[src/rv32_fields.svh]
//////////////////////////////////////////////////
// rv32 instruction fields
// funct3/funct7 codes and immediate extraction
//////////////////////////////////////////////////

`ifndef RV32_FIELDS_SVH
`define RV32_FIELDS_SVH

// funct7 variants for op / op-imm shifts
`define F7_BASE    7'b0000000
`define F7_ALT     7'b0100000
`define F7_MULDIV  7'b0000001

// alu funct3
`define F3_ADD     3'b000
`define F3_SLL     3'b001
`define F3_SLT     3'b010
`define F3_SLTU    3'b011
`define F3_XOR     3'b100
`define F3_SR      3'b101
`define F3_OR      3'b110
`define F3_AND     3'b111

// m extension funct3, div/rem not supported
`define F3_MUL     3'b000
`define F3_MULH    3'b001
`define F3_MULHSU  3'b010
`define F3_MULHU   3'b011

// branch funct3
`define F3_BEQ     3'b000
`define F3_BNE     3'b001
`define F3_BLT     3'b100
`define F3_BGE     3'b101
`define F3_BLTU    3'b110
`define F3_BGEU    3'b111

// load / store widths
`define F3_LB      3'b000
`define F3_LH      3'b001
`define F3_LW      3'b010
`define F3_LBU     3'b100
`define F3_LHU     3'b101

// csr register forms only
`define F3_CSRRW   3'b001
`define F3_CSRRS   3'b010
`define F3_CSRRC   3'b011

// wfi is one fixed word
`define RV32_WFI   32'h10500073

// sign-extended immediates per format
`define RV32_signext_Iimm(inst) {{20{inst[31]}}, inst[31:20]}
`define RV32_signext_Simm(inst) {{20{inst[31]}}, inst[31:25], inst[11:7]}
`define RV32_signext_Bimm(inst) {{19{inst[31]}}, inst[31], inst[7], inst[30:25], inst[11:8], 1'b0}
`define RV32_signext_Uimm(inst) {inst[31:12], 12'b0}
`define RV32_signext_Jimm(inst) {{11{inst[31]}}, inst[31], inst[19:12], inst[20], inst[30:21], 1'b0}

`endif
[src/decode_pkg.sv]
//////////////////////////////////////////////////
// decode package
// widths, unit, function and opcode encodings
// shared by the rv32im decode stage
//////////////////////////////////////////////////

`default_nettype none

package decode_pkg;

	// data and pc width
	localparam int xlen = 32;

	// architectural register index
	typedef logic [4:0] reg_idx_t;

	// target functional unit
	typedef enum logic [1:0] {
		// integer alu, also lui/auipc
		FU_ALU    = 2'd0,
		// m extension multiplier
		FU_MULT   = 2'd1,
		// conditional branches and jumps
		FU_BRANCH = 2'd2,
		// loads and stores
		FU_MEM    = 2'd3
	} fu_type_e;

	// alu / multiplier function
	typedef enum logic [3:0] {
		ALU_ADD    = 4'd0,
		ALU_SUB    = 4'd1,
		ALU_SLT    = 4'd2,
		ALU_SLTU   = 4'd3,
		ALU_AND    = 4'd4,
		ALU_OR     = 4'd5,
		ALU_XOR    = 4'd6,
		ALU_SLL    = 4'd7,
		ALU_SRL    = 4'd8,
		ALU_SRA    = 4'd9,
		// low 32 bits of product
		ALU_MUL    = 4'd10,
		// high half, signed x signed
		ALU_MULH   = 4'd11,
		// high half, signed x unsigned
		ALU_MULHSU = 4'd12,
		// high half, unsigned x unsigned
		ALU_MULHU  = 4'd13
	} alu_func_e;

	// where the immediate came from
	typedef enum logic [2:0] {
		// no immediate, imm is zero
		IMM_NONE = 3'd0,
		IMM_I    = 3'd1,
		IMM_S    = 3'd2,
		IMM_B    = 3'd3,
		IMM_U    = 3'd4,
		IMM_J    = 3'd5
	} imm_sel_e;

	// rv32 major opcodes, inst[6:0]
	typedef enum logic [6:0] {
		OP_LUI    = 7'b0110111,
		OP_AUIPC  = 7'b0010111,
		OP_JAL    = 7'b1101111,
		OP_JALR   = 7'b1100111,
		OP_BRANCH = 7'b1100011,
		OP_LOAD   = 7'b0000011,
		OP_STORE  = 7'b0100011,
		// register-immediate alu ops
		OP_OP_IMM = 7'b0010011,
		// register-register alu and m ext
		OP_OP     = 7'b0110011,
		// csr access, wfi, ecall
		OP_SYSTEM = 7'b1110011
	} opcode_e;

endpackage

`default_nettype wire

[src/decode_stage.sv]
//////////////////////////////////////////////////
// decode stage top
// queue, decoder and dispatch register
//////////////////////////////////////////////////

`default_nettype none

module decode_stage #(
	// power of two
	parameter int QUEUE_DEPTH = 4
) (
	input  wire logic                        clock,
	input  wire logic                        rst_n,
	input  wire logic                        flush,
	input  wire logic                        in_valid,
	input  wire logic [decode_pkg::xlen-1:0] in_inst,
	input  wire logic [decode_pkg::xlen-1:0] in_pc,
	output logic                             in_ready,
	output logic                             out_valid,
	input  wire logic                        out_ready,
	output logic [decode_pkg::xlen-1:0]      out_pc,
	output decode_pkg::fu_type_e             out_fu,
	output decode_pkg::alu_func_e            out_alu_func,
	output decode_pkg::reg_idx_t             out_src1,
	output decode_pkg::reg_idx_t             out_src2,
	output decode_pkg::reg_idx_t             out_dest,
	output logic [decode_pkg::xlen-1:0]      out_imm,
	output decode_pkg::imm_sel_e             out_imm_sel,
	output logic                             out_csr_op,
	output logic                             out_halt,
	output logic                             illegal
);
	import decode_pkg::*;

	// queue head
	logic            head_valid;
	logic [xlen-1:0] head_inst;
	logic [xlen-1:0] head_pc;
	logic            take;

	// decoded head
	fu_type_e        dec_fu;
	alu_func_e       dec_alu_func;
	reg_idx_t        dec_src1;
	reg_idx_t        dec_src2;
	reg_idx_t        dec_dest;
	logic [xlen-1:0] dec_imm;
	imm_sel_e        dec_imm_sel;
	logic            dec_csr_op;
	logic            dec_halt;
	logic            dec_illegal;

	inst_queue #(
		.QUEUE_DEPTH(QUEUE_DEPTH)
	) u_queue (
		.clock      (clock),
		.rst_n      (rst_n),
		.flush      (flush),
		.in_valid   (in_valid),
		.in_inst    (in_inst),
		.in_pc      (in_pc),
		.in_ready   (in_ready),
		.take       (take),
		.head_valid (head_valid),
		.head_inst  (head_inst),
		.head_pc    (head_pc)
	);

	inst_decoder u_decoder (
		.head_valid   (head_valid),
		.head_inst    (head_inst),
		.head_pc      (head_pc),
		.dec_fu       (dec_fu),
		.dec_alu_func (dec_alu_func),
		.dec_src1     (dec_src1),
		.dec_src2     (dec_src2),
		.dec_dest     (dec_dest),
		.dec_imm      (dec_imm),
		.dec_imm_sel  (dec_imm_sel),
		.dec_csr_op   (dec_csr_op),
		.dec_halt     (dec_halt),
		.dec_illegal  (dec_illegal)
	);

	dispatch_reg u_dispatch (
		.clock        (clock),
		.rst_n        (rst_n),
		.flush        (flush),
		.head_valid   (head_valid),
		.head_pc      (head_pc),
		.dec_fu       (dec_fu),
		.dec_alu_func (dec_alu_func),
		.dec_src1     (dec_src1),
		.dec_src2     (dec_src2),
		.dec_dest     (dec_dest),
		.dec_imm      (dec_imm),
		.dec_imm_sel  (dec_imm_sel),
		.dec_csr_op   (dec_csr_op),
		.dec_halt     (dec_halt),
		.dec_illegal  (dec_illegal),
		.take         (take),
		.out_valid    (out_valid),
		.out_ready    (out_ready),
		.out_pc       (out_pc),
		.out_fu       (out_fu),
		.out_alu_func (out_alu_func),
		.out_src1     (out_src1),
		.out_src2     (out_src2),
		.out_dest     (out_dest),
		.out_imm      (out_imm),
		.out_imm_sel  (out_imm_sel),
		.out_csr_op   (out_csr_op),
		.out_halt     (out_halt),
		.illegal      (illegal)
	);

endmodule

`default_nettype wire

[src/dispatch_reg.sv]
//////////////////////////////////////////////////
// dispatch register
// one decoded entry toward rename, valid/ready
//////////////////////////////////////////////////

`default_nettype none

module dispatch_reg (
	input  wire logic                        clock,
	input  wire logic                        rst_n,
	input  wire logic                        flush,
	input  wire logic                        head_valid,
	input  wire logic [decode_pkg::xlen-1:0] head_pc,
	input  wire decode_pkg::fu_type_e        dec_fu,
	input  wire decode_pkg::alu_func_e       dec_alu_func,
	input  wire decode_pkg::reg_idx_t        dec_src1,
	input  wire decode_pkg::reg_idx_t        dec_src2,
	input  wire decode_pkg::reg_idx_t        dec_dest,
	input  wire logic [decode_pkg::xlen-1:0] dec_imm,
	input  wire decode_pkg::imm_sel_e        dec_imm_sel,
	input  wire logic                        dec_csr_op,
	input  wire logic                        dec_halt,
	input  wire logic                        dec_illegal,
	output logic                             take,
	output logic                             out_valid,
	input  wire logic                        out_ready,
	output logic [decode_pkg::xlen-1:0]      out_pc,
	output decode_pkg::fu_type_e             out_fu,
	output decode_pkg::alu_func_e            out_alu_func,
	output decode_pkg::reg_idx_t             out_src1,
	output decode_pkg::reg_idx_t             out_src2,
	output decode_pkg::reg_idx_t             out_dest,
	output logic [decode_pkg::xlen-1:0]      out_imm,
	output decode_pkg::imm_sel_e             out_imm_sel,
	output logic                             out_csr_op,
	output logic                             out_halt,
	output logic                             illegal
);
	logic load;
	logic drop;

	// illegal heads are popped regardless of back-pressure
	assign take = !out_valid || out_ready || dec_illegal;
	assign load = head_valid && take && !dec_illegal;
	assign drop = head_valid && take && dec_illegal;

	// payload
	always_ff @(posedge clock) begin
		if (load && !flush) begin
			out_pc       <= head_pc;
			out_fu       <= dec_fu;
			out_alu_func <= dec_alu_func;
			out_src1     <= dec_src1;
			out_src2     <= dec_src2;
			out_dest     <= dec_dest;
			out_imm      <= dec_imm;
			out_imm_sel  <= dec_imm_sel;
			out_csr_op   <= dec_csr_op;
			out_halt     <= dec_halt;
		end
	end

	always_ff @(posedge clock or negedge rst_n) begin
		if (!rst_n) begin
			out_valid <= 1'b0;
			illegal   <= 1'b0;
		end else if (flush) begin
			out_valid <= 1'b0;
			illegal   <= 1'b0;
		end else begin
			// one-cycle pulse per dropped word
			illegal <= drop;
			if (load)
				out_valid <= 1'b1;
			else if (out_ready)
				out_valid <= 1'b0;
		end
	end

	// stalled entry must not change under the consumer
	a_hold_stalled: assert property (@(posedge clock) disable iff (!rst_n)
		out_valid && !out_ready |=> $stable(out_pc) && $stable(out_dest));

endmodule

`default_nettype wire

[src/inst_decoder.sv]
//////////////////////////////////////////////////
// instruction decoder
// combinational rv32im decode of the queue head
//////////////////////////////////////////////////

`default_nettype none

`include "rv32_fields.svh"

module inst_decoder (
	input  wire logic                      head_valid,
	input  wire logic [decode_pkg::xlen-1:0] head_inst,
	input  wire logic [decode_pkg::xlen-1:0] head_pc,
	output decode_pkg::fu_type_e           dec_fu,
	output decode_pkg::alu_func_e          dec_alu_func,
	output decode_pkg::reg_idx_t           dec_src1,
	output decode_pkg::reg_idx_t           dec_src2,
	output decode_pkg::reg_idx_t           dec_dest,
	output logic [decode_pkg::xlen-1:0]    dec_imm,
	output decode_pkg::imm_sel_e           dec_imm_sel,
	output logic                           dec_csr_op,
	output logic                           dec_halt,
	output logic                           dec_illegal
);
	import decode_pkg::*;

	opcode_e    opcode;
	logic [2:0] funct3;
	logic [6:0] funct7;
	reg_idx_t   rd;
	reg_idx_t   rs1;
	reg_idx_t   rs2;

	// raw fields, r-type positions
	assign opcode = opcode_e'(head_inst[6:0]);
	assign rd     = head_inst[11:7];
	assign funct3 = head_inst[14:12];
	assign rs1    = head_inst[19:15];
	assign rs2    = head_inst[24:20];
	assign funct7 = head_inst[31:25];

	always_comb begin
		// defaults behave as a nop
		dec_fu       = FU_ALU;
		dec_alu_func = ALU_ADD;
		dec_src1     = '0;
		dec_src2     = '0;
		dec_dest     = '0;
		dec_imm      = '0;
		dec_imm_sel  = IMM_NONE;
		dec_csr_op   = 1'b0;
		dec_halt     = 1'b0;
		dec_illegal  = 1'b0;

		if (head_valid) begin
			case (opcode)
				OP_LUI, OP_AUIPC: begin
					dec_dest    = rd;
					dec_imm     = `RV32_signext_Uimm(head_inst);
					dec_imm_sel = IMM_U;
				end
				OP_JAL: begin
					dec_fu      = FU_BRANCH;
					dec_dest    = rd;
					dec_imm     = `RV32_signext_Jimm(head_inst);
					dec_imm_sel = IMM_J;
				end
				OP_JALR: begin
					dec_fu      = FU_BRANCH;
					dec_src1    = rs1;
					dec_dest    = rd;
					dec_imm     = `RV32_signext_Iimm(head_inst);
					dec_imm_sel = IMM_I;
					dec_illegal = (funct3 != 3'b000);
				end
				OP_BRANCH: begin
					dec_fu      = FU_BRANCH;
					dec_src1    = rs1;
					dec_src2    = rs2;
					dec_imm     = `RV32_signext_Bimm(head_inst);
					dec_imm_sel = IMM_B;
					// funct3 010 and 011 are unassigned
					dec_illegal = (funct3 == 3'b010) || (funct3 == 3'b011);
				end
				OP_LOAD: begin
					dec_fu      = FU_MEM;
					dec_src1    = rs1;
					dec_dest    = rd;
					dec_imm     = `RV32_signext_Iimm(head_inst);
					dec_imm_sel = IMM_I;
					dec_illegal = !(funct3 inside {`F3_LB, `F3_LH, `F3_LW, `F3_LBU, `F3_LHU});
				end
				OP_STORE: begin
					dec_fu      = FU_MEM;
					dec_src1    = rs1;
					dec_src2    = rs2;
					dec_imm     = `RV32_signext_Simm(head_inst);
					dec_imm_sel = IMM_S;
					dec_illegal = !(funct3 inside {`F3_LB, `F3_LH, `F3_LW});
				end
				OP_OP_IMM: begin
					dec_src1    = rs1;
					dec_dest    = rd;
					dec_imm     = `RV32_signext_Iimm(head_inst);
					dec_imm_sel = IMM_I;
					case (funct3)
						`F3_ADD:  dec_alu_func = ALU_ADD;
						`F3_SLT:  dec_alu_func = ALU_SLT;
						`F3_SLTU: dec_alu_func = ALU_SLTU;
						`F3_XOR:  dec_alu_func = ALU_XOR;
						`F3_OR:   dec_alu_func = ALU_OR;
						`F3_AND:  dec_alu_func = ALU_AND;
						`F3_SLL: begin
							dec_alu_func = ALU_SLL;
							dec_illegal  = (funct7 != `F7_BASE);
						end
						// srli / srai split on funct7
						default: begin
							dec_alu_func = (funct7 == `F7_ALT) ? ALU_SRA : ALU_SRL;
							dec_illegal  = (funct7 != `F7_BASE) && (funct7 != `F7_ALT);
						end
					endcase
				end
				OP_OP: begin
					dec_src1 = rs1;
					dec_src2 = rs2;
					dec_dest = rd;
					if (funct7 == `F7_MULDIV) begin
						dec_fu = FU_MULT;
						case (funct3)
							`F3_MUL:    dec_alu_func = ALU_MUL;
							`F3_MULH:   dec_alu_func = ALU_MULH;
							`F3_MULHSU: dec_alu_func = ALU_MULHSU;
							`F3_MULHU:  dec_alu_func = ALU_MULHU;
							// div and rem are not implemented
							default:    dec_illegal = 1'b1;
						endcase
					end else if (funct7 == `F7_BASE) begin
						case (funct3)
							`F3_ADD:  dec_alu_func = ALU_ADD;
							`F3_SLL:  dec_alu_func = ALU_SLL;
							`F3_SLT:  dec_alu_func = ALU_SLT;
							`F3_SLTU: dec_alu_func = ALU_SLTU;
							`F3_XOR:  dec_alu_func = ALU_XOR;
							`F3_SR:   dec_alu_func = ALU_SRL;
							`F3_OR:   dec_alu_func = ALU_OR;
							default:  dec_alu_func = ALU_AND;
						endcase
					end else if (funct7 == `F7_ALT && funct3 == `F3_ADD) begin
						dec_alu_func = ALU_SUB;
					end else if (funct7 == `F7_ALT && funct3 == `F3_SR) begin
						dec_alu_func = ALU_SRA;
					end else begin
						dec_illegal = 1'b1;
					end
				end
				OP_SYSTEM: begin
					// only wfi and register csr forms
					if (head_inst == `RV32_WFI)
						dec_halt = 1'b1;
					else if (funct3 inside {`F3_CSRRW, `F3_CSRRS, `F3_CSRRC})
						dec_csr_op = 1'b1;
					else
						dec_illegal = 1'b1;
				end
				default: dec_illegal = 1'b1;
			endcase

			// misaligned fetch address
			if (head_pc[1:0] != 2'b00)
				dec_illegal = 1'b1;
		end
	end

endmodule

`default_nettype wire

[src/inst_queue.sv]
//////////////////////////////////////////////////
// instruction queue
// circular fifo of words and pcs, head exposed
//////////////////////////////////////////////////

`default_nettype none

module inst_queue #(
	parameter int QUEUE_DEPTH = 4
) (
	input  wire logic                     clock,
	input  wire logic                     rst_n,
	input  wire logic                     flush,
	input  wire logic                     in_valid,
	input  wire logic [decode_pkg::xlen-1:0] in_inst,
	input  wire logic [decode_pkg::xlen-1:0] in_pc,
	output logic                          in_ready,
	input  wire logic                     take,
	output logic                          head_valid,
	output logic [decode_pkg::xlen-1:0]   head_inst,
	output logic [decode_pkg::xlen-1:0]   head_pc
);
	import decode_pkg::*;

	localparam int idx_w = $clog2(QUEUE_DEPTH);

	// word and pc storage
	logic [xlen-1:0] inst_mem [QUEUE_DEPTH];
	logic [xlen-1:0] pc_mem [QUEUE_DEPTH];

	// extra msb tells full from empty
	logic [idx_w:0] wr_ptr;
	logic [idx_w:0] rd_ptr;
	logic [idx_w:0] fill;
	logic           full;
	logic           empty;
	logic           push;
	logic           pop;

	assign fill  = wr_ptr - rd_ptr;
	assign empty = (wr_ptr == rd_ptr);
	// same index after a different number of wraps
	assign full  = (wr_ptr[idx_w] != rd_ptr[idx_w]) &&
		(wr_ptr[idx_w-1:0] == rd_ptr[idx_w-1:0]);

	assign in_ready   = !full;
	assign head_valid = !empty;
	assign head_inst  = inst_mem[rd_ptr[idx_w-1:0]];
	assign head_pc    = pc_mem[rd_ptr[idx_w-1:0]];

	assign push = in_valid && in_ready;
	assign pop  = head_valid && take;

	always_ff @(posedge clock) begin
		if (push) begin
			inst_mem[wr_ptr[idx_w-1:0]] <= in_inst;
			pc_mem[wr_ptr[idx_w-1:0]]   <= in_pc;
		end
	end

	// flush wins over push and pop
	always_ff @(posedge clock or negedge rst_n) begin
		if (!rst_n) begin
			wr_ptr <= '0;
			rd_ptr <= '0;
		end else if (flush) begin
			wr_ptr <= '0;
			rd_ptr <= '0;
		end else begin
			if (push)
				wr_ptr <= wr_ptr + 1'b1;
			if (pop)
				rd_ptr <= rd_ptr + 1'b1;
		end
	end

	// overflow or underflow shows up as an out-of-range fill level
	a_fill_range: assert property (@(posedge clock) disable iff (!rst_n)
		fill <= QUEUE_DEPTH);

endmodule

`default_nettype wire

[config.mk]
export PLATFORM = sky130hd
export DESIGN_NAME = decode_stage
export DESIGN_NICKNAME = d
export VERILOG_FILES = /design/src/decode_pkg.sv /design/src/decode_stage.sv /design/src/dispatch_reg.sv /design/src/inst_decoder.sv /design/src/inst_queue.sv
export VERILOG_INCLUDE_DIRS = /design/src
export SDC_FILE = /design/constraint.sdc
export NUM_CORES = 1
export LEC_CHECK = 0
export BUFFER_PORTS_ARGS = -buffer_cell sky130_fd_sc_hd__buf_4
export CAP_MARGIN = 10
export CORE_MARGIN = 3
export CORE_UTILIZATION = 55
export CTS_BUF_LIST = sky130_fd_sc_hd__clkbuf_8
export CTS_CLUSTER_SIZE = 16
export DETAILED_ROUTE_END_ITERATION = 6
export PLACE_DENSITY = 0.84
export SYNTH_ARGS = -nofsm -noshare
export SYNTH_HDL_FRONTEND = slang
export SYNTH_SLANG_ARGS = --single-unit
[constraint.sdc]
create_clock -name clock -period 5.25 [get_ports clock]
set_input_delay 0 -clock clock [delete_from_list [all_inputs] [get_ports clock]]
set_output_delay 0 -clock clock [all_outputs]
set_load 0.05 [all_outputs]
# Yosys cells after proc, flatten, opt, wreduce, memory -nomap -nowiden
# Memories as Yosys holds them, arrays and structs flattened.
# Cells that the tools add are included.
dict set report word_totals {
  ff_bits 98
  ramBits 256
  input_bits 69
  word_cells 127
  n_memories 2
}
# name words width rd rd_clocked_by_memory_dff write_ports line
set memory_table {}
lappend memory_table {u_queue.inst_mem 4 32 1 0 1 inst_queue.sv:28} ;# logic [xlen-1:0] inst_mem [QUEUE_DEPTH];
lappend memory_table {u_queue.pc_mem 4 32 1 0 1 inst_queue.sv:29} ;# logic [xlen-1:0] pc_mem [QUEUE_DEPTH];
dict set report op_classes {
  addsub 2
  eq_ne 24
  n_mux 36
  bitwise_logic 4
  n_reduce_logical 45
}
# cell count
set op_table {}
lappend op_table {{$pmux W32 S5} 1}
lappend op_table {{$pmux W4 S7} 2}
lappend op_table {{$eq A32 B29 Y1 const B} 1}
lappend op_table {{$eq A7 B6 Y1 const B} 4}
lappend op_table {{$eq A7 B7 Y1 const B} 4}
lappend op_table {{$mux W1} 19}
lappend op_table {{$mux W4} 4}
lappend op_table {{$pmux W4 S4} 1}
lappend op_table {{$pmux W3 S5} 1}
lappend op_table {{$reduce_or A3 Y1} 5}
lappend op_table {{$eq A7 B5 Y1 const B} 2}
lappend op_table {{$eq A3 B3 Y1 const B} 4}
lappend op_table {{$mux W3} 4}
lappend op_table {{$reduce_bool A3 Y1} 4}
lappend op_table {{$reduce_or A2 Y1} 6}
lappend op_table {{$reduce_or A6 Y1} 2}
lappend op_table {{$logic_and A1 B1 Y1} 9}
lappend op_table {{$pmux W1 S8} 1}
lappend op_table {{$pmux W4 S2} 1}
lappend op_table {{$eq A7 B1 Y1 const B} 1}
lappend op_table {{$eq A7 B2 Y1 const B} 1}
lappend op_table {{$logic_not A1 Y1} 7}
lappend op_table {{$logic_not A7 Y1} 1}
lappend op_table {{$ne A7 B6 Y1 const B} 1}
lappend op_table {{other kinds (16)} 25}

# Longest topological paths before layout
# Gate-level depths: netlist of run 1.
# An unclocked memory read counts as a cell.
dict set report logic_depth {
  depth_word 15
  depth_mapped 11
  depth_no_buf 7
}

# Cells and area by module
# From an unflattened synthesis of run 1, not the netlist that was laid out.
dict set report unflattened {
  cells_unflattened 691
  hier_area_um2 13763.2
}
# module n_inst cells_each area_per_inst_um2 seq_area_each_um2
set by_module_without_submodules {}
lappend by_module_without_submodules {inst_queue 1 400 9771.9 7837.5}
lappend by_module_without_submodules {dispatch_reg 1 98 2825.2 2752.6}
lappend by_module_without_submodules {inst_decoder 1 193 1166.1 0.0}

# Least setup slack after synthesis of run 1
# Ideal clock, no wire load.
dict set report synth_timing {
  path_kind {register to register}
  from {register u_queue.rd_ptr[0]}
  to {register u_dispatch.out_alu_func[0] (enable)}
  t_arrival_ps 4332
  required_time_ps 4791
  setup_slack_ps 459
  stages_incl_launch_ff 11
  path_buffers 3
  cell_sequence {dfrtp_1 > buf_6 > buf_12 > mux4_2 > buf_6 > nor4_2 > nand4_1 > nor3_2 > o211a_1 > o211a_1 > and2_1}
}
dict set report synth_between {
  elab_chain_cells 14
}
# item line
set synth_rtl {}
lappend synth_rtl {{from (decl)} inst_queue.sv:33} ;# logic [idx_w:0] rd_ptr;
lappend synth_rtl {{from (signal assigned)} inst_queue.sv:73} ;# rd_ptr <= rd_ptr + 1'b1;
lappend synth_rtl {{$mem_v2 Z4 W32} n/a}
lappend synth_rtl {{$eq A7 B6 Y1 (no line) / $eq A3 B3 Y1 (equally long branches)} n/a}
lappend synth_rtl {{$logic_and A1 B1 Y1 (no line)} n/a}
lappend synth_rtl {{$mux W1} inst_decoder.sv:151} ;# end else if (funct7 == `F7_ALT && funct3 == `F3_SR) begin
lappend synth_rtl {{$mux W1} inst_decoder.sv:149} ;# end else if (funct7 == `F7_ALT && funct3 == `F3_ADD) begin
lappend synth_rtl {{$mux W1} inst_decoder.sv:138} ;# end else if (funct7 == `F7_BASE) begin
lappend synth_rtl {{$mux W1} inst_decoder.sv:128} ;# if (funct7 == `F7_MULDIV) begin
lappend synth_rtl {{$pmux W1 S8} inst_decoder.sv:56} ;# case (opcode)
lappend synth_rtl {{$mux W1} inst_decoder.sv:170} ;# if (head_pc[1:0] != 2'b00)
lappend synth_rtl {{$mux W1} inst_decoder.sv:55} ;# if (head_valid) begin
lappend synth_rtl {{$logic_or A1 B1 Y1} dispatch_reg.sv:43} ;# assign take = !out_valid || out_ready || dec_illegal;
lappend synth_rtl {{$logic_and A1 B1 Y1} dispatch_reg.sv:44} ;# assign load = head_valid && take && !dec_illegal;
lappend synth_rtl {{$logic_and A1 B1 Y1 *} dispatch_reg.sv:44}
lappend synth_rtl {{$logic_and A1 B1 Y1 *} dispatch_reg.sv:49} ;# if (load && !flush) begin
lappend synth_rtl {{to (signal assigned)} dispatch_reg.sv:52} ;# out_alu_func <= dec_alu_func;
lappend synth_rtl {{to (decl)} dispatch_reg.sv:29} ;# output decode_pkg::alu_func_e out_alu_func,
# Mark *: on every way between the ends. The rest lies on a longest branch, timed or not.
# A chain may end at the register's enable or synchronous reset.

# Worst setup path in the final report of run 1
dict set report layout_timing {
  from {register u_queue.rd_ptr[0]}
  to {register u_dispatch.out_imm[0] in the netlist's numbering (enable)}
}
dict set report layout_between {
  elab_chain_cells 14
}
# item line
set layout_rtl {}
lappend layout_rtl {{$mem_v2 Z4 W32} n/a}
lappend layout_rtl {{$eq A7 B6 Y1 (no line) / $eq A3 B3 Y1 (equally long branches)} n/a}
lappend layout_rtl {{$logic_and A1 B1 Y1 (no line)} n/a}
lappend layout_rtl {{$mux W1} inst_decoder.sv:151}
lappend layout_rtl {{$mux W1} inst_decoder.sv:149}
lappend layout_rtl {{$mux W1} inst_decoder.sv:138}
lappend layout_rtl {{$mux W1} inst_decoder.sv:128}
lappend layout_rtl {{$pmux W1 S8} inst_decoder.sv:56}
lappend layout_rtl {{$mux W1} inst_decoder.sv:170}
lappend layout_rtl {{$mux W1} inst_decoder.sv:55}
lappend layout_rtl {{$logic_or A1 B1 Y1} dispatch_reg.sv:43}
lappend layout_rtl {{$logic_and A1 B1 Y1} dispatch_reg.sv:44}
lappend layout_rtl {{$logic_and A1 B1 Y1 *} dispatch_reg.sv:44}
lappend layout_rtl {{$logic_and A1 B1 Y1 *} dispatch_reg.sv:49}
lappend layout_rtl {{to (signal assigned)} dispatch_reg.sv:56} ;# out_imm <= dec_imm;
lappend layout_rtl {{to (decl)} dispatch_reg.sv:33} ;# output logic [decode_pkg::xlen-1:0] out_imm,
# Marks and branches as above.

==> results.json, run 1 <==
{
  "status": "completed",
  "ys_top_cells_by_area": "edfxtp_1 76%, mux4_2 10%, nand2_1 1.7%",
  "rsz0062_at_grt": "false",
  "first_global_vias": 7558,
  "yosys.area.top_type": "edfxtp_1",
  "tns_ps": 0,
  "grt_pass1_wl_um": 42600,
  "synth_top_family_by_area": "multiplexers",
  "dieArea_sq_um": 26700,
  "hold_class": "input pin to flop",
  "synth_ff_type": "edfxtp_1",
  "maxCapViolations": 0,
  "synth_cells": 674,
  "yosys.area.top_type_share_pct": 76.2,
  "finalHoldViolCount": 0,
  "p_leak_nw": 6.00,
  "nFillCells": 1473,
  "gp_congestion": 0.903,
  "ys_types": 64,
  "antenna_found_initial": 0,
  "clk_pin_slew_ps": 60,
  "skew_ps": 22.1,
  "clockRootBuffer": "clkbuf_8",
  "insertedDiodeCount": 0,
  "fin_crit_ps": 4020,
  "multi_input_area_sq_um": 2870,
  "die_x_um": 163,
  "synth_edf_count": 346,
  "seq_area_sq_um": 10600,
  "syn_nets": 748,
  "clock_sinks": 354,
  "synthTopCellsByCount": "346 x edfxtp_1, 62 x nand2_1, 61 x mux4_2",
  "muxShareOfSynthArea_pct": 11.2,
  "synth-simple-area-share_pct": 6.31,
  "tightest_slew_ps": 1040,
  "cts_tree": "done",
  "final_layout_size_suffix_gt1_share_pct": 32.6,
  "cts_buffers": 54,
  "yosysMostFrequentCell": "edfxtp_1",
  "clkLatencyLatePin_ps": 580,
  "clock_path_buffers": 3,
  "firstDrtPassIters": 5,
  "routed_wl_um": 27800,
  "slew_headroom_pct": 30.4,
  "ir_worst_vdd_uv": 273,
  "synth-compound-area-share_pct": 2.42,
  "grtUsageTotal_pct": 21.1,
  "drv_slew": 0,
  "globalRouteOverflowTotal": 0,
  "start_util_pct": 57.0,
  "pin_count": 162,
  "yosys_register_bits": 354,
  "via_count": 7257,
  "die_h_um": 163,
  "synth_area_sq_um": 13600,
  "core_area_sq_um": 23900,
  "area_growth_pct": 23.3,
  "layout.nets": 1015,
  "wl_per_cell_um": 21.4,
  "cp-start-kind": "flop",
  "hpwl_um": 16500,
  "synth_adder_area_share_pct": 0.459,
  "drc": 0,
  "crit_required_ps": 5490,
  "grt_max_degree": 66,
  "async_flop_share_pct": 2.26,
  "total_power_mw": 7.02,
  "p_per_area_nw_per_um2": 418,
  "cp.arrival_ps": 4270,
  "fin_crit_sh_pct": 76.6,
  "synthXorXnorAreaFrac_pct": 0.450,
  "end_kind": "flop",
  "final_antenna_net_count": 0,
  "drt-initial-drc-count": 654,
  "crit_type": "flop to flop",
  "htree_levels": 2,
  "viasPerCell": 5.58,
  "worstPathMaxFanout": 58,
  "seq_area_frac_synth_pct": 77.7,
  "avgSynthCellArea_sq_um": 20.2,
  "ys_warn_count": 0,
  "finalSetupViolCount": 0,
  "portBuffers": 161,
  "fmax_ghz": 0.249,
  "rows": 56
}
-- cell type report --
cell class,instances,share of cell area (%)
Multi-Input combinational cell,290,17.1
Tap cell,319,2.38
Clock buffer,57,4.67
Inverter,6,0.134
Sequential cell,354,63.1
Timing Repair Buffer,235,11.6
Clock inverter,39,1.01
-- per-layer routing --
layer  up-vias  GRT usage (%)  part of all wire [%]
met5         -              0                     0
met4         0           6.07                   1.7
met3        46           4.44                   7.3
met2       334           35.7                    51
met1      3630           28.3                    40
li1       3247              -                     -
-- critical path, cell delays in order (launching register included) --
cell and delay [ps]:
dfrtp_4 920, mux4_2 790, nor2_2 200, o22ai_1 90
a2111oi_1 360, o211a_1 280, o211a_1 200, and2_4 480
buf_12 340
-- metrics by stage --
stage | std cells | hold WS [ps] | area (sq um) | setup slack, ps | util (%)
6_report | 1300 | 167 | 16800 | 1230 | 70.3
5_1_grt | 1300 | 145 | 16800 | 949 | 70.3
4_1_cts | 1300 | 133 | 16800 | 1150 | 70.3
3_5_place_dp | 1134 | -172 | 15100 | 1180 | 63.4
3_3_place_gp | 1134 | -174 | 15100 | 1240 | 63.4
2_1_floorplan | 674 | -296 | 13600 | 459 | -
-- registers in the layout (all words and copies together), names as in the netlist, 4 cells and up --
signal	flops
u_queue.inst_mem	128
u_dispatch.out_imm	32
u_dispatch.out_alu_func	4
u_dispatch.out_pc	32
u_dispatch.out_dest	5
u_dispatch.out_src1	5
u_queue.pc_mem	128
u_dispatch.out_src2	5
-- placed cells by master (no fill, tap or decap), types with 3 or more instances in the layout --
cell type      instances
o22ai_1                3
clkbuf_8              57
and2_1                12
nor4_4                 3
ha_1                   5
a21oi_1                8
clkinv_2               9
o21ai_0                9
a22o_1                 5
dfrtp_1                6
mux4_2                61
nor2_1                26
mux2i_1                8
edfxtp_1             346
xnor2_1                3
xor2_1                 4
and3_4                 4
buf_4                164
inv_1                 24
nor3_1                 5
nand2b_1               6
and3_1                 6
nor2b_1               11
dlygate4sd3_1         70
clkinv_1               9
o211a_1                4
nand2_1               62
-- cell families after synthesis --
family | after synthesis
AOI/OAI and AO/OA | 46
xor gates and xnor gates | 7
adders and majority gates | 5
buffers and inverters | 30
DFF | 354
muxes | 74
and+or+nand+nor | 158
-- report_power, final --
part           total, mW  internal (mW)  switching [mW]
logic               1.52          0.679           0.837
clock network       2.02           1.00            1.01
registers           3.48           3.32           0.161
total               7.02           5.01            2.01
-- worst paths after layout --
check                                  start                       to  slack [ps]  cells after the start
max                        u_queue.rd_ptr[0]    u_dispatch.out_imm[0]        1230                      8
max reg2reg                u_queue.rd_ptr[0]    u_dispatch.out_imm[0]        1230                      8
min reg2reg                u_queue.wr_ptr[2]        u_queue.wr_ptr[2]         580                      2
min in group asynchronous              rst_n     u_dispatch.out_valid         420                      3
min                              in_inst[10]  u_queue.inst_mem[0][10]         170                      2
max in group asynchronous              rst_n        u_queue.rd_ptr[1]        4510                      3
-- timing repair --
action,in CTS,in global routing
setup buffers,0,0
gates resized for setup,0,0
hold buffers,70,0
hold endpoints to repair,272,0
(Power assumes the default switching activity.)
==> inputs of run 2 (changes only) <==
- ABC_AREA: unset -> 1
- clock period: 5.25 -> 3.8 ns (I/O delays scaled with it)
==> results.json, run 2 <==
{
  "htree_levels": 2,
  "skew_ps": 29.5,
  "area_growth_pct": 23.0,
  "start_util_pct": 56.9,
  "fin_crit_ps": 3330,
  "min_from": "in_valid",
  "dp_worst_setup_slack_ps": 543,
  "synth_edf_count": 346,
  "slowest_delay_ps": 600,
  "viasPerCell": 5.54,
  "yosysMostFrequentCell": "edfxtp_1",
  "fin_crit_sh_pct": 87.7,
  "p_per_area_nw_per_um2": 622,
  "r2r_cells": 8,
  "finalSetupViolCount": 0,
  "hpwl_um": 19200,
  "ys_warn_count": 0,
  "hold_class": "input pin to flop",
  "most-common-layout-cells": "346 x edfxtp_1, 241 x nand2_1, 171 x buf_4",
  "total_power_mw": 10.8,
  "clkLatencyLatePin_ps": 580,
  "dp_cells": 1567,
  "clock_path_buffers": 3,
  "grt_max_degree": 132,
  "syn_nets": 1186,
  "portBuffers": 161,
  "yosys.area.top_type": "edfxtp_1",
  "synth_cells": 1112,
  "fin_cells": 1726,
  "slowest_stage": "buf_4",
  "async_flop_share_pct": 2.26,
  "clock_sinks": 354,
  "status": "completed",
  "cts_buffers": 52,
  "drv_slew": 0,
  "fin_ws_ps": 466,
  "antenna_found_initial": 0,
  "finish.utilization_pct": 70.0,
  "globalRouteOverflowTotal": 0,
  "die_h_um": 166,
  "slew_headroom_pct": 49.6,
  "dieArea_sq_um": 27600,
  "drt-initial-drc-count": 1017,
  "layout.nets": 1439,
  "yosys_register_bits": 354,
  "die_x_um": 166,
  "maxCapViolations": 0,
  "avgSynthCellArea_sq_um": 12.7,
  "seq_area_frac_synth_pct": 75.2,
  "cts_setup_buffers": 0,
  "wl_per_cell_um": 18.6,
  "final_layout_size_suffix_gt1_share_pct": 20.3,
  "finalHoldViolCount": 0,
  "path_buf_inv": 3,
  "clockRootBuffer": "clkbuf_8",
  "cp.depth": 8,
  "ys_types": 37,
  "gp_congestion": 0.939,
  "hold_end": "u_queue.wr_ptr[1]",
  "layout_commonest_cell": "edfxtp_1",
  "firstDrtPassIters": 7,
  "grt_pass1_wl_um": 50700,
  "cp-start-kind": "flop",
  "crit_required_ps": 3990,
  "clk_pin_slew_ps": 70,
  "end_kind": "flop",
  "via_count": 9559,
  "synthTopCellsByCount": "346 x edfxtp_1, 241 x nand2_1, 126 x nor2_1",
  "drc": 0,
  "insertedDiodeCount": 0,
  "synth_ff_type": "edfxtp_1",
  "p_leak_nw": 6.59,
  "cp.arrival_ps": 3530,
  "hold_ws_ps": 80.3,
  "ir_worst_vdd_uv": 451,
  "final_antenna_net_count": 0,
  "synth_area_sq_um": 14100,
  "fmax_ghz": 0.300,
  "yosys.area.top_type_share_pct": 73.7,
  "r2r_end": "u_queue.inst_mem[2][28]",
  "routed_wl_um": 32000,
  "grtUsageTotal_pct": 22.9,
  "r2r_slack_ps": 470,
  "holdPathStages": 4,
  "rows": 57,
  "pin_count": 162,
  "critPathTopFamily": "buffers and inverters",
  "r2r-start": "u_queue.rd_ptr[0]",
  "core_area_sq_um": 24700,
  "rsz0062_at_grt": "false",
  "cts_tree": "done",
  "first_global_vias": 9818,
  "worstPathMaxFanout": 66,
  "tightest_slew_ps": 753,
  "crit_type": "flop to flop",
  "worstPathCellList": "inv_4 -> buf_4 -> nand2_1 -> nand4_1 -> or2_2 -> nand2_1 -> nor2_4 -> buf_4",
  "ys_top_cells_by_area": "edfxtp_1 74%, nand2_1 6.4%, nor2_1 3.4%"
}
## run 2: routing by layer
metal	vias to the layer above	GRT usage [%]	share of wire [%]
met5	-	0	0
met4	0	7.12	2.2
met3	59	5.57	9.6
met2	507	39.8	50
met1	4526	28.7	38
li1	4467	-	-
## run 2: layout make-up
type | instances | area [sq um]
Sequential cell | 354 | 10600
Fill cell | 1622 | 7420
Multi-Input combinational cell | 656 | 3070
Timing Repair Buffer | 246 | 2100
Clock buffer | 52 | 716
Tap cell | 324 | 405
Clock inverter | 39 | 226
Inverter | 55 | 211
## run 2: how the worst max path moves through the flow
stage | start | endpoint
2_1_floorplan | u_queue.rd_ptr[0] | u_queue.inst_mem[0][0]
3_3_place_gp | u_queue.rd_ptr[0] | u_dispatch.out_imm[9]
3_5_place_dp | u_queue.rd_ptr[0] | u_queue.inst_mem[2][27]
4_1_cts | u_queue.rd_ptr[0] | u_queue.inst_mem[2][24]
5_1_grt | u_queue.rd_ptr[0] | u_dispatch.out_src1[0]
6_report | u_queue.rd_ptr[0] | u_queue.inst_mem[2][28]
## run 2: worst register-to-register path, cell delays in order (launching register included)
cell	delay, ps
dfrtp_4	500
inv_4	300
buf_4	610
nand2_1	160
nand4_1	170
or2_2	160
nand2_1	300
nor2_4	200
buf_4	540
## run 2: what timing repair did
action | CTS | global route
endpoints found under the hold margin | 272 | 0
hold buffers | 68 | 0
resized for setup | 0 | 0
## run 2: metrics by stage
step	cell area [sq um]	TNS [ps]
floorplan	14100	-186320
global placement	15700	0
detailed placement	15700	0
CTS	17300	0
global route	17300	0
finish	17300	0
## run 2: cell families (layout without fill, tap and decap cells)
group / after synthesis / in the layout / synth area share, %
compound gates: 151 / 151 / 6.01
xor+xnor: 2 / 2 / 0.124
fa+ha+maj: 5 / 5 / 0.444
buf+inv: 102 / 392 / 3.27
flops: 354 / 354 / 75.2
simple gates: 498 / 498 / 15.0
## run 2: power breakdown
group          leakage (nW)  total, mW  internal, mW  switching [mW]
clock network         0.531       2.80          1.42            1.38
registers              3.26       4.71          4.64          0.0699
logic                  2.80       3.28         0.898            2.38
total                  6.59       10.8          6.95            3.83
==> inputs of run 3 (changes only) <==
- CAP_MARGIN: 10 -> 20
- PLACE_DENSITY: 0.84 -> unset
- PLACE_DENSITY_LB_ADDON: unset -> 0.15
==> results.json, run 3 (synthesis gave the netlist of run 2 again) <==
{
  "cp-start-kind": "flop",
  "wl_per_cell_um": 18.1,
  "die_h_um": 166,
  "grt_util_met2_pct": 37.7,
  "cts_buffers": 54,
  "die_x_um": 166,
  "crit_required_ps": 4080,
  "drt-initial-drc-count": 884,
  "finish.utilization_pct": 70.7,
  "hpwl_um": 19500,
  "routed_wl_um": 31500,
  "cts_setup_buffers": 0,
  "firstDrtPassIters": 5,
  "layout_commonest_cell": "edfxtp_1",
  "ir_worst_vdd_uv": 378,
  "busiest_layer": "met2",
  "fin_ws_ps": 263,
  "gp_congestion": 0.929,
  "worstPathMaxFanout": 41,
  "end_kind": "flop",
  "core_area_sq_um": 24700,
  "area_growth_pct": 24.1,
  "clock_sinks": 354,
  "dieArea_sq_um": 27600,
  "final_antenna_net_count": 0,
  "finalHoldViolCount": 0,
  "p_per_area_nw_per_um2": 628,
  "most-common-layout-cells": "346 x edfxtp_1, 241 x nand2_1, 180 x buf_4",
  "nFillCells": 1741,
  "maxCapViolations": 0,
  "pin_count": 162,
  "globalRouteOverflowTotal": 0,
  "slew_headroom_pct": 55.6,
  "clockRootBuffer": "clkbuf_8",
  "crit_type": "flop to flop",
  "p_leak_nw": 6.70,
  "skew_ps": 27.1,
  "hold_buffers": 68,
  "grtUsageTotal_pct": 22.7,
  "clock_path_buffers": 3,
  "via_count": 9374,
  "drv_slew": 0,
  "clk_pin_slew_ps": 60,
  "start_util_pct": 56.9,
  "first_global_vias": 9299,
  "layout.nets": 1451,
  "htree_levels": 2,
  "grt_max_degree": 73,
  "insertedDiodeCount": 0,
  "final_layout_size_suffix_gt1_share_pct": 21.5,
  "grt_pass1_wl_um": 50000,
  "cts_tree": "done",
  "status": "completed",
  "drc": 0,
  "antenna_found_initial": 0,
  "clkLatencyLatePin_ps": 590,
  "fin_crit_sh_pct": 93.1,
  "met1_usage_pct": 30.4,
  "portBuffers": 161,
  "tightest_slew_ps": 663,
  "cp.arrival_ps": 3820,
  "cts_resized": 0,
  "fmax_ghz": 0.283,
  "grt_use_met3_pct": 4.45,
  "hold_class": "input pin to flop",
  "dp_worst_setup_slack_ps": 314,
  "fin_crit_ps": 3540,
  "rsz0062_at_grt": "false",
  "rows": 57,
  "finalSetupViolCount": 0,
  "viasPerCell": 5.38
}
==> run 3: cell types whose count changed in the layout (fill, tap and decap cells not counted) <==
cell,previous run,this run
buf_12,7,8
buf_4,171,180
clkbuf_8,52,58
clkinv_1,15,9
clkinv_2,6,11
clkinvlp_4,2,1
inv_1,55,57
inv_6,1,0
==> run 3: final timing paths <==
path / start / end / slack [ps] / cells past startpoint
setup / recovery: u_queue.rd_ptr[0] / u_dispatch.out_imm[15] / 260 / 15
hold / removal: in_valid / u_queue.wr_ptr[1] / 50 / 4
setup reg to reg: u_queue.rd_ptr[0] / u_dispatch.out_imm[15] / 260 / 15
hold reg to reg: u_queue.wr_ptr[2] / u_queue.wr_ptr[2] / 490 / 1
max in group asynchronous: rst_n / u_queue.rd_ptr[0] / 3000 / 3
min in group asynchronous: rst_n / u_dispatch.illegal / 440 / 3
==> run 3: critical path, cell delays in order, from the launching register on <==
cell,delay [ps]
dfrtp_4,620
inv_4,330
buf_12,270
buf_4,320
a21oi_1,100
o21ai_0,110
nand4_1,210
clkinv_1,90
nand2_1,50
clkinv_1,40
nand3_1,60
nor2_1,180
and2_1,190
nand3_1,140
inv_4,250
buf_4,260
==> run 3: per-stage QoR <==
step           TNS (ps)  std cells  total power, mW  hold slack [ps]  area, sq um
5_1_grt               0       1741             11.7             79.2        17500
3_5_place_dp          0       1577             8.04             -165        15800
6_report              0       1741             11.0             54.9        17500
3_3_place_gp          0       1577             7.96             -165        15800
2_1_floorplan   -186320       1112             7.09             -296        14100
4_1_cts               0       1741             11.0             29.1        17500
==> run 3: layout make-up <==
class	count	area [sq um]	area share, %
repair buffers	256	2190	12.5
clock buffers	58	798	4.56
clock inverters	38	220	1.26
flip-flops and latches	354	10600	60.6
well taps	324	405	2.32
inverters	55	211	1.21
multi-input cells	656	3070	17.5
==> run 3: power breakdown <==
group	leakage, nW	internal [mW]	total, mW	switching, mW
logic	2.85	0.943	3.31	2.36
registers	3.26	4.64	4.73	0.0941
clock network	0.591	1.54	2.95	1.40
total	6.70	7.13	11.0	3.86
==> run 3: routing by layer <==
metal / wire (um) / vias up / share of wire (%)
met5: 0 / - / 0
met4: 690 / 0 / 2.2
met3: 2350 / 58 / 7.5
met2: 15300 / 395 / 49
met1: 13200 / 4432 / 42
li1: - / 4489 / -
